==> src/verilog/dma_pkg.sv <==
`default_nettype none

package dma_pkg;

  // ------------------------------
  // Sizes
  // ------------------------------
  localparam int ADDR_W        = 32;
  localparam int DATA_W        = 32;
  localparam int LEVEL_W       = 5;
  localparam int TX_FIFO_DEPTH = 16;
  localparam int BURST_W       = 4;
  localparam int WORD_BYTES    = 4;

  // ------------------------------
  // Encodings
  // ------------------------------
  typedef enum logic [2:0] {
    ST_IDLE,
    ST_WAIT_RD,
    ST_RUN_RD,
    ST_WAIT_WR,
    ST_RUN_WR,
    ST_DONE
  } dma_state_e;

  // Per-word sequencing in the AXI movers
  typedef enum logic [1:0] {
    MV_IDLE,
    MV_ADDR,
    MV_DATA,
    MV_RESP
  } mover_state_e;

  typedef enum logic [0:0] {
    DIR_MEM_TO_TX = 1'b0,
    DIR_RX_TO_MEM = 1'b1
  } dma_dir_e;

endpackage

`default_nettype wire

==> src/verilog/dma_burst_if.sv <==
`timescale 1ns/1ps
`default_nettype none

interface dma_burst_if import dma_pkg::*; ();

  // Launch pulse from the controller
  logic              start;
  // Burst window from the counter held while the burst runs
  logic [ADDR_W-1:0] addr;
  logic [ADDR_W-1:0] len_bytes;
  logic              incr;
  // Completion and error pulses from the mover
  logic              done;
  logic              err;

  modport ctrl (output start, input done, input err);

  modport cnt (output addr, output len_bytes, output incr);

  modport mover (
    input  start, input addr, input len_bytes, input incr,
    output done, output err
  );

endinterface

`default_nettype wire

==> src/verilog/dma_ctrl_fsm.sv <==
`timescale 1ns/1ps
`default_nettype none

module dma_ctrl_fsm import dma_pkg::*; (
  input  logic      clk,
  input  logic      resetn,
  input  logic      dma_en_i,
  input  dma_dir_e  dma_dir_i,
  input  logic      rem_zero_i,
  input  logic      tx_room_i,
  input  logic      rx_avail_i,
  input  logic      last_burst_i,
  output logic      load_o,
  output logic      latch_burst_o,
  output logic      advance_o,
  output logic      dma_done_o,
  output logic      axi_err_o,
  output logic      busy_o,
  dma_burst_if.ctrl rd_burst,
  dma_burst_if.ctrl wr_burst
);

  dma_state_e state;
  logic       en_q;
  logic       start_edge;
  logic       busy_r;
  logic       err_r;
  logic       done_r;
  logic       rd_go;
  logic       wr_go;
  logic       burst_done;
  logic       burst_err;
  logic       stop;

  // Enable edge detect
  always_ff @(posedge clk) begin
    if (!resetn) begin
      en_q <= 1'b0;
    end else begin
      en_q <= dma_en_i;
    end
  end

  assign start_edge = dma_en_i & ~en_q;

  // A burst goes out only once the FIFO can take or supply all of it
  assign rd_go = (state == ST_WAIT_RD) && !rem_zero_i && tx_room_i;
  assign wr_go = (state == ST_WAIT_WR) && !rem_zero_i && rx_avail_i;

  assign burst_done = ((state == ST_RUN_RD) && rd_burst.done) ||
                      ((state == ST_RUN_WR) && wr_burst.done);
  assign burst_err  = rd_burst.err | wr_burst.err;

  // Error may land together with the final done of a write burst
  assign stop = err_r | burst_err | last_burst_i;

  assign load_o         = (state == ST_IDLE) && start_edge;
  assign latch_burst_o  = rd_go | wr_go;
  assign advance_o      = burst_done;
  assign rd_burst.start = rd_go;
  assign wr_burst.start = wr_go;

  assign dma_done_o = done_r;
  assign axi_err_o  = err_r;
  assign busy_o     = busy_r & dma_en_i;

  // ------------------------------
  // Transfer sequencing
  // ------------------------------
  always_ff @(posedge clk) begin
    if (!resetn) begin
      state  <= ST_IDLE;
      busy_r <= 1'b0;
      err_r  <= 1'b0;
      done_r <= 1'b0;
    end else begin
      done_r <= (state == ST_DONE);
      if (!dma_en_i && !busy_r) begin
        state <= ST_IDLE;
        err_r <= 1'b0;
      end else begin
        if (burst_err) begin
          err_r <= 1'b1;
        end
        case (state)
          ST_IDLE: begin
            err_r <= 1'b0;
            if (start_edge) begin
              busy_r <= 1'b1;
              state  <= (dma_dir_i == DIR_RX_TO_MEM) ? ST_WAIT_WR : ST_WAIT_RD;
            end
          end
          ST_WAIT_RD: begin
            if (rem_zero_i) begin
              state <= ST_DONE;
            end else if (rd_go) begin
              state <= ST_RUN_RD;
            end
          end
          ST_RUN_RD: begin
            if (burst_done) begin
              state <= stop ? ST_DONE : ST_WAIT_RD;
            end
          end
          ST_WAIT_WR: begin
            if (rem_zero_i) begin
              state <= ST_DONE;
            end else if (wr_go) begin
              state <= ST_RUN_WR;
            end
          end
          ST_RUN_WR: begin
            if (burst_done) begin
              state <= stop ? ST_DONE : ST_WAIT_WR;
            end
          end
          ST_DONE: begin
            busy_r <= 1'b0;
            state  <= ST_IDLE;
          end
          default: state <= ST_IDLE;
        endcase
      end
    end
  end

endmodule

`default_nettype wire

==> src/verilog/dma_xfer_counter.sv <==
`timescale 1ns/1ps
`default_nettype none

module dma_xfer_counter import dma_pkg::*; (
  input  logic               clk,
  input  logic               resetn,
  input  logic               load_i,
  input  logic               latch_burst_i,
  input  logic               advance_i,
  input  logic [ADDR_W-1:0]  dma_addr_i,
  input  logic [ADDR_W-1:0]  dma_len_i,
  input  logic [BURST_W-1:0] burst_size_i,
  input  logic               incr_addr_i,
  input  logic [LEVEL_W-1:0] tx_level_i,
  input  logic [LEVEL_W-1:0] rx_level_i,
  output logic               rem_zero_o,
  output logic               tx_room_o,
  output logic               rx_avail_o,
  output logic               last_burst_o,
  dma_burst_if.cnt           rd_burst,
  dma_burst_if.cnt           wr_burst
);

  logic [ADDR_W-1:0]  addr_r;
  logic [ADDR_W-1:0]  rem_r;
  logic [ADDR_W-1:0]  len_r;
  logic [BURST_W-1:0] burst_size_r;
  logic               incr_r;

  logic [ADDR_W-1:0]  rem_words;
  logic [BURST_W-1:0] burst_words;
  logic [BURST_W-1:0] beats;
  logic [ADDR_W-1:0]  next_len;
  logic [LEVEL_W:0]   tx_sum;

  // Beats of the next burst where a burst size of 0 means one word
  assign rem_words   = rem_r / ADDR_W'(WORD_BYTES);
  assign burst_words = (burst_size_r == '0) ? BURST_W'(1) : burst_size_r;
  assign beats       = (rem_words < ADDR_W'(burst_words)) ? rem_words[BURST_W-1:0]
                                                          : burst_words;
  assign next_len    = ADDR_W'(beats) * ADDR_W'(WORD_BYTES);

  // FIFO level checks
  assign tx_sum       = (LEVEL_W+1)'(tx_level_i) + (LEVEL_W+1)'(beats);
  assign tx_room_o    = (tx_sum <= (LEVEL_W+1)'(TX_FIFO_DEPTH));
  assign rx_avail_o   = (rx_level_i >= LEVEL_W'(beats));
  assign rem_zero_o   = (rem_r == '0);
  assign last_burst_o = (rem_r <= len_r);

  assign rd_burst.addr      = addr_r;
  assign rd_burst.len_bytes = len_r;
  assign rd_burst.incr      = incr_r;
  assign wr_burst.addr      = addr_r;
  assign wr_burst.len_bytes = len_r;
  assign wr_burst.incr      = incr_r;

  always_ff @(posedge clk) begin
    if (!resetn) begin
      addr_r       <= '0;
      rem_r        <= '0;
      len_r        <= '0;
      burst_size_r <= '0;
      incr_r       <= 1'b0;
    end else if (load_i) begin
      addr_r       <= dma_addr_i & ~ADDR_W'(WORD_BYTES - 1);
      rem_r        <= dma_len_i;
      len_r        <= '0;
      burst_size_r <= burst_size_i;
      incr_r       <= incr_addr_i;
    end else if (latch_burst_i) begin
      len_r <= next_len;
    end else if (advance_i) begin
      if (incr_r) begin
        addr_r <= addr_r + len_r;
      end
      rem_r <= (rem_r <= len_r) ? '0 : rem_r - len_r;
    end
  end

endmodule

`default_nettype wire

==> src/verilog/axi_rd_mover.sv <==
`timescale 1ns/1ps
`default_nettype none

module axi_rd_mover import dma_pkg::*; (
  input  logic              clk,
  input  logic              resetn,
  input  logic              arready_i,
  input  logic              rvalid_i,
  input  logic [DATA_W-1:0] rdata_i,
  input  logic [1:0]        rresp_i,
  input  logic              tx_full_i,
  output logic [ADDR_W-1:0] araddr_o,
  output logic              arvalid_o,
  output logic              rready_o,
  output logic [DATA_W-1:0] fifo_tx_data_o,
  output logic              fifo_tx_we_o,
  dma_burst_if.mover        burst
);

  mover_state_e      state;
  logic [ADDR_W-1:0] addr_r;
  logic [ADDR_W-1:0] cnt_r;
  logic [ADDR_W-1:0] cnt_next;
  logic [DATA_W-1:0] data_r;
  logic              arvalid_r;
  logic              we_r;
  logic              done_r;
  logic              err_r;
  logic              r_hs;

  // Full TX FIFO holds off R
  assign rready_o = (state == MV_DATA) && !tx_full_i;
  assign r_hs     = rvalid_i && rready_o;
  assign cnt_next = cnt_r + ADDR_W'(WORD_BYTES);

  assign araddr_o       = addr_r;
  assign arvalid_o      = arvalid_r;
  assign fifo_tx_data_o = data_r;
  assign fifo_tx_we_o   = we_r;
  assign burst.done     = done_r;
  assign burst.err      = err_r;

  always_ff @(posedge clk) begin
    if (!resetn) begin
      state     <= MV_IDLE;
      cnt_r     <= '0;
      arvalid_r <= 1'b0;
      we_r      <= 1'b0;
      done_r    <= 1'b0;
      err_r     <= 1'b0;
    end else begin
      we_r   <= 1'b0;
      done_r <= 1'b0;
      err_r  <= 1'b0;
      case (state)
        MV_IDLE: begin
          if (burst.start) begin
            cnt_r     <= '0;
            arvalid_r <= 1'b1;
            state     <= MV_ADDR;
          end
        end
        MV_ADDR: begin
          if (arready_i) begin
            arvalid_r <= 1'b0;
            state     <= MV_DATA;
          end
        end
        MV_DATA: begin
          if (r_hs) begin
            we_r  <= 1'b1;
            err_r <= rresp_i[1];
            cnt_r <= cnt_next;
            if (cnt_next < burst.len_bytes) begin
              arvalid_r <= 1'b1;
              state     <= MV_ADDR;
            end else begin
              state <= MV_RESP;
            end
          end
        end
        MV_RESP: begin
          done_r <= 1'b1;
          state  <= MV_IDLE;
        end
        default: state <= MV_IDLE;
      endcase
    end
  end

  // Word address and read data
  always_ff @(posedge clk) begin
    if ((state == MV_IDLE) && burst.start) begin
      addr_r <= burst.addr;
    end else if (r_hs && burst.incr) begin
      addr_r <= addr_r + ADDR_W'(WORD_BYTES);
    end
    if (r_hs) begin
      data_r <= rdata_i;
    end
  end

endmodule

`default_nettype wire

==> src/verilog/axi_wr_mover.sv <==
`timescale 1ns/1ps
`default_nettype none

module axi_wr_mover import dma_pkg::*; (
  input  logic              clk,
  input  logic              resetn,
  input  logic              awready_i,
  input  logic              wready_i,
  input  logic              bvalid_i,
  input  logic [1:0]        bresp_i,
  input  logic [DATA_W-1:0] fifo_rx_data_i,
  output logic [ADDR_W-1:0] awaddr_o,
  output logic              awvalid_o,
  output logic [DATA_W-1:0] wdata_o,
  output logic              wvalid_o,
  output logic              bready_o,
  output logic              fifo_rx_re_o,
  dma_burst_if.mover        burst
);

  mover_state_e      state;
  logic [ADDR_W-1:0] addr_r;
  logic [ADDR_W-1:0] cnt_r;
  logic [ADDR_W-1:0] cnt_next;
  logic [DATA_W-1:0] wdata_r;
  logic              awvalid_r;
  logic              wvalid_r;
  logic              bready_r;
  logic              re_r;
  logic              wait_r;
  logic              capture;
  logic              b_hs;
  logic              done_r;
  logic              err_r;

  // RX data is valid the cycle after the read pulse
  assign capture  = (state == MV_DATA) && !wait_r && !re_r && !wvalid_r;
  assign b_hs     = bvalid_i && bready_r;
  assign cnt_next = cnt_r + ADDR_W'(WORD_BYTES);

  assign awaddr_o     = addr_r;
  assign awvalid_o    = awvalid_r;
  assign wdata_o      = wdata_r;
  assign wvalid_o     = wvalid_r;
  assign bready_o     = bready_r;
  assign fifo_rx_re_o = re_r;
  assign burst.done   = done_r;
  assign burst.err    = err_r;

  // ------------------------------
  // Per-word AW, FIFO read, W, B
  // ------------------------------
  always_ff @(posedge clk) begin
    if (!resetn) begin
      state     <= MV_IDLE;
      cnt_r     <= '0;
      awvalid_r <= 1'b0;
      wvalid_r  <= 1'b0;
      bready_r  <= 1'b0;
      re_r      <= 1'b0;
      wait_r    <= 1'b0;
      done_r    <= 1'b0;
      err_r     <= 1'b0;
    end else begin
      re_r   <= 1'b0;
      done_r <= 1'b0;
      err_r  <= 1'b0;
      case (state)
        MV_IDLE: begin
          if (burst.start) begin
            cnt_r     <= '0;
            awvalid_r <= 1'b1;
            state     <= MV_ADDR;
          end
        end
        MV_ADDR: begin
          if (awready_i) begin
            awvalid_r <= 1'b0;
            re_r      <= 1'b1;
            wait_r    <= 1'b1;
            state     <= MV_DATA;
          end
        end
        MV_DATA: begin
          if (wait_r) begin
            wait_r <= 1'b0;
          end else if (capture) begin
            wvalid_r <= 1'b1;
          end else if (wvalid_r && wready_i) begin
            wvalid_r <= 1'b0;
            bready_r <= 1'b1;
            state    <= MV_RESP;
          end
        end
        MV_RESP: begin
          if (b_hs) begin
            bready_r <= 1'b0;
            err_r    <= bresp_i[1];
            cnt_r    <= cnt_next;
            if (cnt_next < burst.len_bytes) begin
              awvalid_r <= 1'b1;
              state     <= MV_ADDR;
            end else begin
              done_r <= 1'b1;
              state  <= MV_IDLE;
            end
          end
        end
        default: state <= MV_IDLE;
      endcase
    end
  end

  // Word address and captured W data
  always_ff @(posedge clk) begin
    if ((state == MV_IDLE) && burst.start) begin
      addr_r <= burst.addr;
    end else if (b_hs && burst.incr) begin
      addr_r <= addr_r + ADDR_W'(WORD_BYTES);
    end
    if (capture) begin
      wdata_r <= fifo_rx_data_i;
    end
  end

endmodule

`default_nettype wire

==> src/verilog/dma_engine.sv <==
`timescale 1ns/1ps
`default_nettype none

module dma_engine import dma_pkg::*; (
  input  logic               clk,
  input  logic               resetn,
  // Configuration
  input  logic               dma_en_i,
  input  logic               dma_dir_i,
  input  logic [BURST_W-1:0] burst_size_i,
  input  logic               incr_addr_i,
  input  logic [ADDR_W-1:0]  dma_addr_i,
  input  logic [ADDR_W-1:0]  dma_len_i,
  // FIFOs
  input  logic [LEVEL_W-1:0] tx_level_i,
  output logic [DATA_W-1:0]  fifo_tx_data_o,
  output logic               fifo_tx_we_o,
  input  logic [LEVEL_W-1:0] rx_level_i,
  input  logic [DATA_W-1:0]  fifo_rx_data_i,
  output logic               fifo_rx_re_o,
  // Status
  output logic               dma_done_o,
  output logic               axi_err_o,
  output logic               busy_o,
  // AXI4-Lite write channels
  output logic [ADDR_W-1:0]  awaddr_o,
  output logic               awvalid_o,
  input  logic               awready_i,
  output logic [DATA_W-1:0]  wdata_o,
  output logic               wvalid_o,
  input  logic               wready_i,
  input  logic               bvalid_i,
  input  logic [1:0]         bresp_i,
  output logic               bready_o,
  // AXI4-Lite read channels
  output logic [ADDR_W-1:0]  araddr_o,
  output logic               arvalid_o,
  input  logic               arready_i,
  input  logic [DATA_W-1:0]  rdata_i,
  input  logic               rvalid_i,
  input  logic [1:0]         rresp_i,
  output logic               rready_o
);

  logic load;
  logic latch_burst;
  logic advance;
  logic rem_zero;
  logic tx_room;
  logic rx_avail;
  logic last_burst;
  logic tx_full;

  assign tx_full = (tx_level_i == LEVEL_W'(TX_FIFO_DEPTH));

  dma_burst_if rd_burst ();
  dma_burst_if wr_burst ();

  dma_ctrl_fsm u_ctrl (
    .clk           (clk),
    .resetn        (resetn),
    .dma_en_i      (dma_en_i),
    .dma_dir_i     (dma_dir_e'(dma_dir_i)),
    .rem_zero_i    (rem_zero),
    .tx_room_i     (tx_room),
    .rx_avail_i    (rx_avail),
    .last_burst_i  (last_burst),
    .load_o        (load),
    .latch_burst_o (latch_burst),
    .advance_o     (advance),
    .dma_done_o    (dma_done_o),
    .axi_err_o     (axi_err_o),
    .busy_o        (busy_o),
    .rd_burst      (rd_burst.ctrl),
    .wr_burst      (wr_burst.ctrl)
  );

  dma_xfer_counter u_counter (
    .clk           (clk),
    .resetn        (resetn),
    .load_i        (load),
    .latch_burst_i (latch_burst),
    .advance_i     (advance),
    .dma_addr_i    (dma_addr_i),
    .dma_len_i     (dma_len_i),
    .burst_size_i  (burst_size_i),
    .incr_addr_i   (incr_addr_i),
    .tx_level_i    (tx_level_i),
    .rx_level_i    (rx_level_i),
    .rem_zero_o    (rem_zero),
    .tx_room_o     (tx_room),
    .rx_avail_o    (rx_avail),
    .last_burst_o  (last_burst),
    .rd_burst      (rd_burst.cnt),
    .wr_burst      (wr_burst.cnt)
  );

  axi_rd_mover u_rd_mover (
    .clk            (clk),
    .resetn         (resetn),
    .arready_i      (arready_i),
    .rvalid_i       (rvalid_i),
    .rdata_i        (rdata_i),
    .rresp_i        (rresp_i),
    .tx_full_i      (tx_full),
    .araddr_o       (araddr_o),
    .arvalid_o      (arvalid_o),
    .rready_o       (rready_o),
    .fifo_tx_data_o (fifo_tx_data_o),
    .fifo_tx_we_o   (fifo_tx_we_o),
    .burst          (rd_burst.mover)
  );

  axi_wr_mover u_wr_mover (
    .clk            (clk),
    .resetn         (resetn),
    .awready_i      (awready_i),
    .wready_i       (wready_i),
    .bvalid_i       (bvalid_i),
    .bresp_i        (bresp_i),
    .fifo_rx_data_i (fifo_rx_data_i),
    .awaddr_o       (awaddr_o),
    .awvalid_o      (awvalid_o),
    .wdata_o        (wdata_o),
    .wvalid_o       (wvalid_o),
    .bready_o       (bready_o),
    .fifo_rx_re_o   (fifo_rx_re_o),
    .burst          (wr_burst.mover)
  );

endmodule

`default_nettype wire

==> config.mk <==
export PLATFORM = sky130hd
export DESIGN_NAME = dma_engine
export DESIGN_NICKNAME = d
export VERILOG_FILES = /design/src/verilog/dma_pkg.sv /design/src/verilog/dma_burst_if.sv /design/src/verilog/dma_ctrl_fsm.sv /design/src/verilog/dma_xfer_counter.sv /design/src/verilog/axi_rd_mover.sv /design/src/verilog/axi_wr_mover.sv /design/src/verilog/dma_engine.sv
export SDC_FILE = /design/constraint.sdc
export NUM_CORES = 1
export LEC_CHECK = 0
export ABC_AREA = 1
export BUFFER_PORTS_ARGS = -buffer_cell sky130_fd_sc_hd__buf_2
export CORE_MARGIN = 5
export CORE_UTILIZATION = 58
export DETAILED_ROUTE_END_ITERATION = 16
export GPL_TIMING_DRIVEN = 0
export PLACE_DENSITY = 0.92
export SYNTH_ARGS = -nofsm -noshare
export SYNTH_HDL_FRONTEND = slang
export SYNTH_SLANG_ARGS = --single-unit
==> constraint.sdc <==
create_clock -name clk -period 13.2 [get_ports clk]
set_input_delay 1.32 -clock clk [delete_from_list [all_inputs] [get_ports clk]]
set_output_delay 1.32 -clock clk [all_outputs]
set_load 0.005 [all_outputs]
==> flow_metrics.py, run 1 <==
metrics = {
    "outcome": {
        "status": "finished clean",
    },
    "worst_setup_path": {
        "rr_endpoint": "u_wr_mover.awaddr_o[7]",
        "worstPathArrival_ps": 5060,
        "crit_type": "flop to flop",
        "reg2reg_from": "u_counter.rem_r[25]",
        "cp_max_fo": 27,
        "worstSetupStartpoint": "u_counter.rem_r[25]",
        "reg2reg_depth": 18,
        "required_ps": 13460,
        "crit_path_end_kind": "flop",
        "crit_path_start_kind": "flop",
        "r2r_setup_slack_ps": 8410,
    },
    "clocking": {
        "root_buffer": "clkbuf_16",
        "numCtsBuffers": 29,
        "cts_setup_buffers": 0,
        "clockBufferDepth": 3,
        "cts_hold_buffers": 0,
        "clk_pin_slew_ps": 60,
        "cts_sinks": 277,
        "clock_latency_ps": 570,
        "cts_resized": 0,
        "cts_tree": "built",
        "cts_htree_levels": 1,
    },
    "hold_path": {
        "hold_start": "u_rd_mover.arvalid_o",
        "holdPathEnd": "u_rd_mover.arvalid_o",
        "worst_hold_path_type": "flop to flop",
        "hold_depth": 2,
    },
    "global_routing": {
        "gr-total-overflow": 0,
        "grt_antenna_before_repair": 0,
        "grt_max_degree": 37,
        "grt_use_total_pct": 31.58,
        "grt_pass1_wl_mm": 77.67,
        "first_global_vias": 14910,
    },
    "yosys": {
        "synth-async-reset-ratio_pct": 0,
        "yosys_warnings": 0,
        "synth_top_family_by_area": "simple AND/OR/NAND/NOR gates",
        "synth_edf_count": 124,
        "synth_top_area_cell": "edfxtp_1",
        "ys_ff_latch": 277,
        "synthMuxAreaShare_pct": 0,
        "netlist_area_um2": 15490,
        "synth_top_cell_area_share_pct": 24.04,
        "syn-instance-count": 2015,
        "seq_area_frac_synth_pct": 43.81,
        "synth_cell_types": 54,
        "synth-simple-area-share_pct": 26.44,
        "synthFlopType": "dfxtp_1",
        "synthAdderAreaFrac_pct": 3.005,
        "synth.area.top_cells": "edfxtp_1 24%, dfxtp_1 20%, nand2_1 12%",
        "synth_compound_area_share_pct": 12.34,
        "synth_area_per_cell_um2": 7.687,
        "synth-xor-area-share_pct": 6.672,
    },
    "pwr": {
        "power.total_mw": 2.742,
        "leakage_nw": 7.739,
        "vdd_drop_max_v": 0.0001412,
        "powerDensity_nw_per_um2": 149.4,
    },
    "sta": {
        "drv_slew": 0,
        "relSlewSlack_pct": 25.43,
        "finalCritPeriodShare_pct": 36.30,
        "fin_crit_ps": 4792,
        "fmax_mhz": 208.7,
        "finClkSkew_ps": 25.39,
        "worstMarginPinSlew_ps": 1108,
        "setup_viol": 0,
        "final.setup.tns_ps": 0,
        "layout_setup_ws_ps": 8408,
        "hold_viol": 0,
        "rsz0062_at_grt": "no",
    },
    "detailed_routing": {
        "drc": 0,
        "antenna_left": 0,
        "firstDrtPassIters": 9,
        "via_per_inst": 5.822,
        "totalWireLength_mm": 50.14,
        "drt_iter0_markers": 1884,
        "wl_per_cell_um": 18.61,
        "vias": 15680,
    },
    "placed_design": {
        "post-place-ws_ps": 8335,
        "io_buffers": 284,
        "gp_congestion": 1.026,
        "place_area_um2": 17410,
        "post-dp-hpwl_mm": 38.32,
    },
    "layout": {
        "layout-drive-gt1-share_pct": 17.08,
        "nets": 2528,
        "design_area_um2": 18350,
        "area_delta_synth_final_pct": 18.49,
        "n_antenna_cell": 0,
    },
    "floorplanning": {
        "ioPinCount": 294,
        "placementRows": 59,
        "die-area_um2": 30070,
        "core_um2": 26210,
        "die_x_um": 173.4,
        "die_h_um": 173.4,
        "start_util_pct": 59.11,
    },
    "flow_run": {
        "drv_cap": 0,
    },
}
[registers in the layout, summed over array words and instances (netlist names), 2 cells and up]
register	flops
u_rd_mover.araddr_o	30
u_counter.rem_r	32
u_counter.rd_burst.addr	30
u_counter.rd_burst.len_bytes	4
u_rd_mover.state	2
u_wr_mover.state	2
u_rd_mover.cnt_r	30
u_wr_mover.cnt_r	30
u_counter.burst_size_r	4
u_wr_mover.awaddr_o	30
u_rd_mover.fifo_tx_data_o	32
u_ctrl.state	3
u_wr_mover.wdata_o	32
[cells in the mapped netlist (31+ instances only)]
cell type,instances
nand2_1,499
inv_1,220
nor2_1,194
dfxtp_1,153
edfxtp_1,124
a21oi_1,121
nand3_1,114
o21ai_0,102
xor2_1,85
nor3_1,51
clkbuf_1,42
ha_1,34
xnor2_1,33
nand4_1,31
o21ai_1,31
[report_power, final]
group          switching, mW  internal (mW)
Combinational          0.571          0.274
Sequential            0.0855           1.01
Clock                  0.344          0.455
[how the worst max path moves through the flow]
stage | end | cells after the start
global placement | u_wr_mover.awaddr_o[29] | 16
detailed placement | u_rd_mover.cnt_r[15] | 12
finish | u_wr_mover.awaddr_o[7] | 18
global route | u_wr_mover.awaddr_o[6] | 18
floorplan | u_wr_mover.awaddr_o[10] | 12
CTS | u_wr_mover.awaddr_o[7] | 19
[placed cells by master (no fill, tap or decap), types with 5 or more instances in the layout]
| master | instances |
|---|---|
| o21ai_0 | 100 |
| inv_1 | 219 |
| a21oi_1 | 121 |
| edfxtp_1 | 124 |
| nand4_1 | 31 |
| o21ai_1 | 31 |
| xnor2_1 | 33 |
| nor3_1 | 51 |
| or2_2 | 10 |
| buf_2 | 289 |
| xor2_1 | 85 |
| dfxtp_1 | 153 |
| nand3b_1 | 9 |
| nand3_1 | 114 |
| a211oi_1 | 5 |
| clkbuf_16 | 30 |
| nor2_2 | 9 |
| clkbuf_1 | 50 |
| buf_4 | 9 |
| a21oi_2 | 12 |
| o211ai_1 | 20 |
| clkinv_2 | 6 |
| nor2_1 | 193 |
| a31oi_1 | 30 |
| nor4_1 | 16 |
| buf_6 | 7 |
| nand2_1 | 499 |
| ha_1 | 34 |
[per-layer routing]
metal,global-route usage [%],share of wire (%),vias up
li1,-,-,7343
met1,42.46,39,7294
met2,51.43,46,900
met3,5.147,10,147
met4,12.27,4.1,0
met5,0,0,-
[critical path, cell delays in order, from the launching register on]
cell      delay (ps)
dfxtp_1          350
nor2_2           160
nand2_1          130
nor2_1           140
nand3_2          160
nor2_4           140
nand2_2          110
o21ai_0          420
inv_1            160
ha_1             310
o21a_1           110
o21ai_0           80
nand2_1          110
nand2_1          140
nor2_1           650
clkinv_1         480
clkbuf_1         370
o21ai_4          210
buf_12           240
[layout make-up]
cell class                      count  area [um2]
Fill cell                        2080        7853
Multi-Input combinational cell   1449        7543
Sequential cell                   277        6787
Timing Repair Buffer              287        1496
Inverter                          224       840.8
Clock buffer                       43       832.0
Tap cell                          335       419.2
Buffer                             68       352.8
Clock inverter                     11       82.58
[logic make-up after synthesis]
| logic type | count (synthesis) |
|---|---|
| adder cells (fa/ha/maj) | 36 |
| AND/OR/NAND/NOR | 951 |
| XOR/XNOR | 118 |
| other | 1 |
| AO/OA/AOI/OAI | 340 |
| buffers and inverters | 292 |
| flip-flops | 277 |
[per-stage QoR]
step	util, %	hold slack [ps]	cells
after floorplan	-	429.8	2018
after global placement	66.17	434.5	2637
after detailed placement	66.44	439.5	2639
after CTS	69.93	451.3	2693
after global routing	70.04	461.6	2694
final	70.04	448.3	2694
No activity file was read; power rests on OpenSTA's default activity.
==> run 2, diff against run 1 <==
CORE_UTILIZATION = 51   (was 58)
PLACE_DENSITY = 0.86   (was 0.92)
clock period = 4.25 ns   (was 13.2 ns; I/O delays follow)
==> run 2 against run 1 <==
Utilization down 8.0 points. Fmax up 19%. Sequential share of layout area down 0.29 points. Clock power rose to 3.3 times the previous value. Critical path depth down 2. Worst hold slack worse by 400 ps. Die area up 13%. Routed wire length about the same. Combinational power rose to 3.1 times the previous value. Via count down 1.8%. Design area up 0.78%. Critical endpoint is now u_wr_mover.awaddr_o[13]. Largest cell class unchanged. Largest power group unchanged.
==> flow_metrics.py, run 2 (synthesis results as in run 1) <==
metrics = {
    "outcome": {
        "status": "finished clean",
    },
    "global_routing": {
        "gr-total-overflow": 0,
        "grt_pass1_wl_mm": 76.29,
        "grt_use_total_pct": 27.88,
        "first_global_vias": 14590,
        "grt_max_degree": 37,
        "grt_antenna_before_repair": 1,
    },
    "sta": {
        "setup_viol": 0,
        "worstMarginPinSlew_ps": 1085,
        "fmax_mhz": 248.6,
        "hold_viol": 0,
        "rsz0062_at_grt": "no",
        "finalCritPeriodShare_pct": 94.63,
        "fin_crit_ps": 4022,
        "relSlewSlack_pct": 27.03,
        "finClkSkew_ps": 16.26,
        "final.setup.tns_ps": 0,
        "drv_slew": 0,
    },
    "detailed_routing": {
        "wl_per_cell_um": 18.23,
        "vias": 15390,
        "via_per_inst": 5.596,
        "drc": 0,
        "totalWireLength_mm": 50.14,
        "drt_iter0_markers": 1847,
        "antenna_left": 0,
        "firstDrtPassIters": 6,
    },
    "worst_setup_path": {
        "worstPathArrival_ps": 4280,
        "crit_path_end_kind": "flop",
        "crit_path_start_kind": "flop",
        "crit_type": "flop to flop",
        "cp_max_fo": 24,
        "required_ps": 4510,
    },
    "clocking": {
        "cts_tree": "built",
        "cts_sinks": 277,
        "clockBufferDepth": 3,
        "root_buffer": "clkbuf_16",
        "clk_pin_slew_ps": 70,
        "cts_htree_levels": 1,
        "clock_latency_ps": 550,
        "numCtsBuffers": 29,
        "cts_hold_buffers": 0,
    },
    "placed_design": {
        "io_buffers": 284,
        "place_inst": 2694,
        "post-dp-hpwl_mm": 38.63,
        "gp_congestion": 1.011,
    },
    "flow_run": {
        "drv_cap": 0,
    },
    "pwr": {
        "vdd_drop_max_v": 0.0003319,
        "leakage_nw": 7.766,
        "power.total_mw": 8.643,
        "powerDensity_nw_per_um2": 467.3,
    },
    "floorplanning": {
        "ioPinCount": 294,
        "die_h_um": 184.3,
        "core_um2": 29800,
        "start_util_pct": 51.99,
        "placementRows": 63,
        "die-area_um2": 33960,
        "die_x_um": 184.3,
    },
    "layout": {
        "area_delta_synth_final_pct": 19.42,
        "fillCellCount": 2621,
        "final_cell_mix": "499 x nand2_1, 289 x buf_2, 219 x inv_1, 192 x nor2_1, 153 x dfxtp_1",
        "nets": 2530,
        "layout_commonest_cell": "nand2_1",
        "layout-drive-gt1-share_pct": 17.29,
        "stdcell_count": 2751,
    },
    "hold_path": {
        "worst_hold_path_type": "input port to flop",
    },
}
run 2: critical path, stage by stage (launching register included):
cell        delay, ps
dfxtp_1           430
ha_1              290
a21oi_1           150
nand2_1           110
nor2_4            150
nand2_2           130
o21ai_0           400
inv_1             200
ha_1              320
o21ai_0            70
nand2_1            80
nand2_1           170
nor2_4            350
clkinvlp_4        200
clkbuf_2          240
o21ai_4           210
buf_16            220
run 2: where the power goes:
group | switching [mW] | internal (mW)
logic | 1.75 | 0.839
registers | 0.266 | 3.15
clock network | 1.05 | 1.59
total | 3.07 | 5.58
run 2: final timing paths:
path / start / endpoint / slack [ps] / cells past startpoint
max: u_counter.rem_r[5] / u_wr_mover.awaddr_o[13] / 230 / 16
max reg2reg: u_counter.rem_r[5] / u_wr_mover.awaddr_o[13] / 230 / 16
min: fifo_rx_data_i[12] / u_wr_mover.wdata_o[12] / 50 / 1
min reg2reg: u_rd_mover.arvalid_o / u_rd_mover.arvalid_o / 450 / 2
run 2: what timing repair did:
item                                   4_1_cts  5_1_grt
resized for setup                            3        7
setup buffers                                0        3
endpoints found under the hold margin        0        0
setup endpoints to repair                   48       71
pin swaps                                    0        1
run 2: stage by stage:
stage | instance area (um2) | util, % | setup slack [ps] | hold slack [ps]
after global routing | 18500 | 62.08 | 83.39 | 36.28
final | 18500 | 62.08 | 228.2 | 51.19
after CTS | 18460 | 61.96 | 45.23 | 35.41
after global placement | 17410 | 58.43 | -1492 | 438.3
after detailed placement | 17480 | 58.65 | -574.7 | 437.0
after floorplan | 15500 | - | 102.4 | 429.8
run 2: layout make-up:
cell class,count,area [um2],share of cell area (%)
multi-input combinational,1449,7555,40.84
sequential,277,6787,36.69
timing repair buffer,289,1486,8.036
inverter,224,844.6,4.566
clock buffer,45,837.1,4.525
tap,390,488.0,2.638
buffer,68,356.6,1.928
clock inverter,8,141.4,0.7643
antenna,1,2.502,0.01353
run 2: per-layer routing:
metal,track usage (%),part of all wire [%],vias up
met3,4.283,9.3,134
met1,37.73,41,7131
met5,0,0,-
li1,-,-,7341
met4,10.32,4.0,0
met2,45.49,46,788
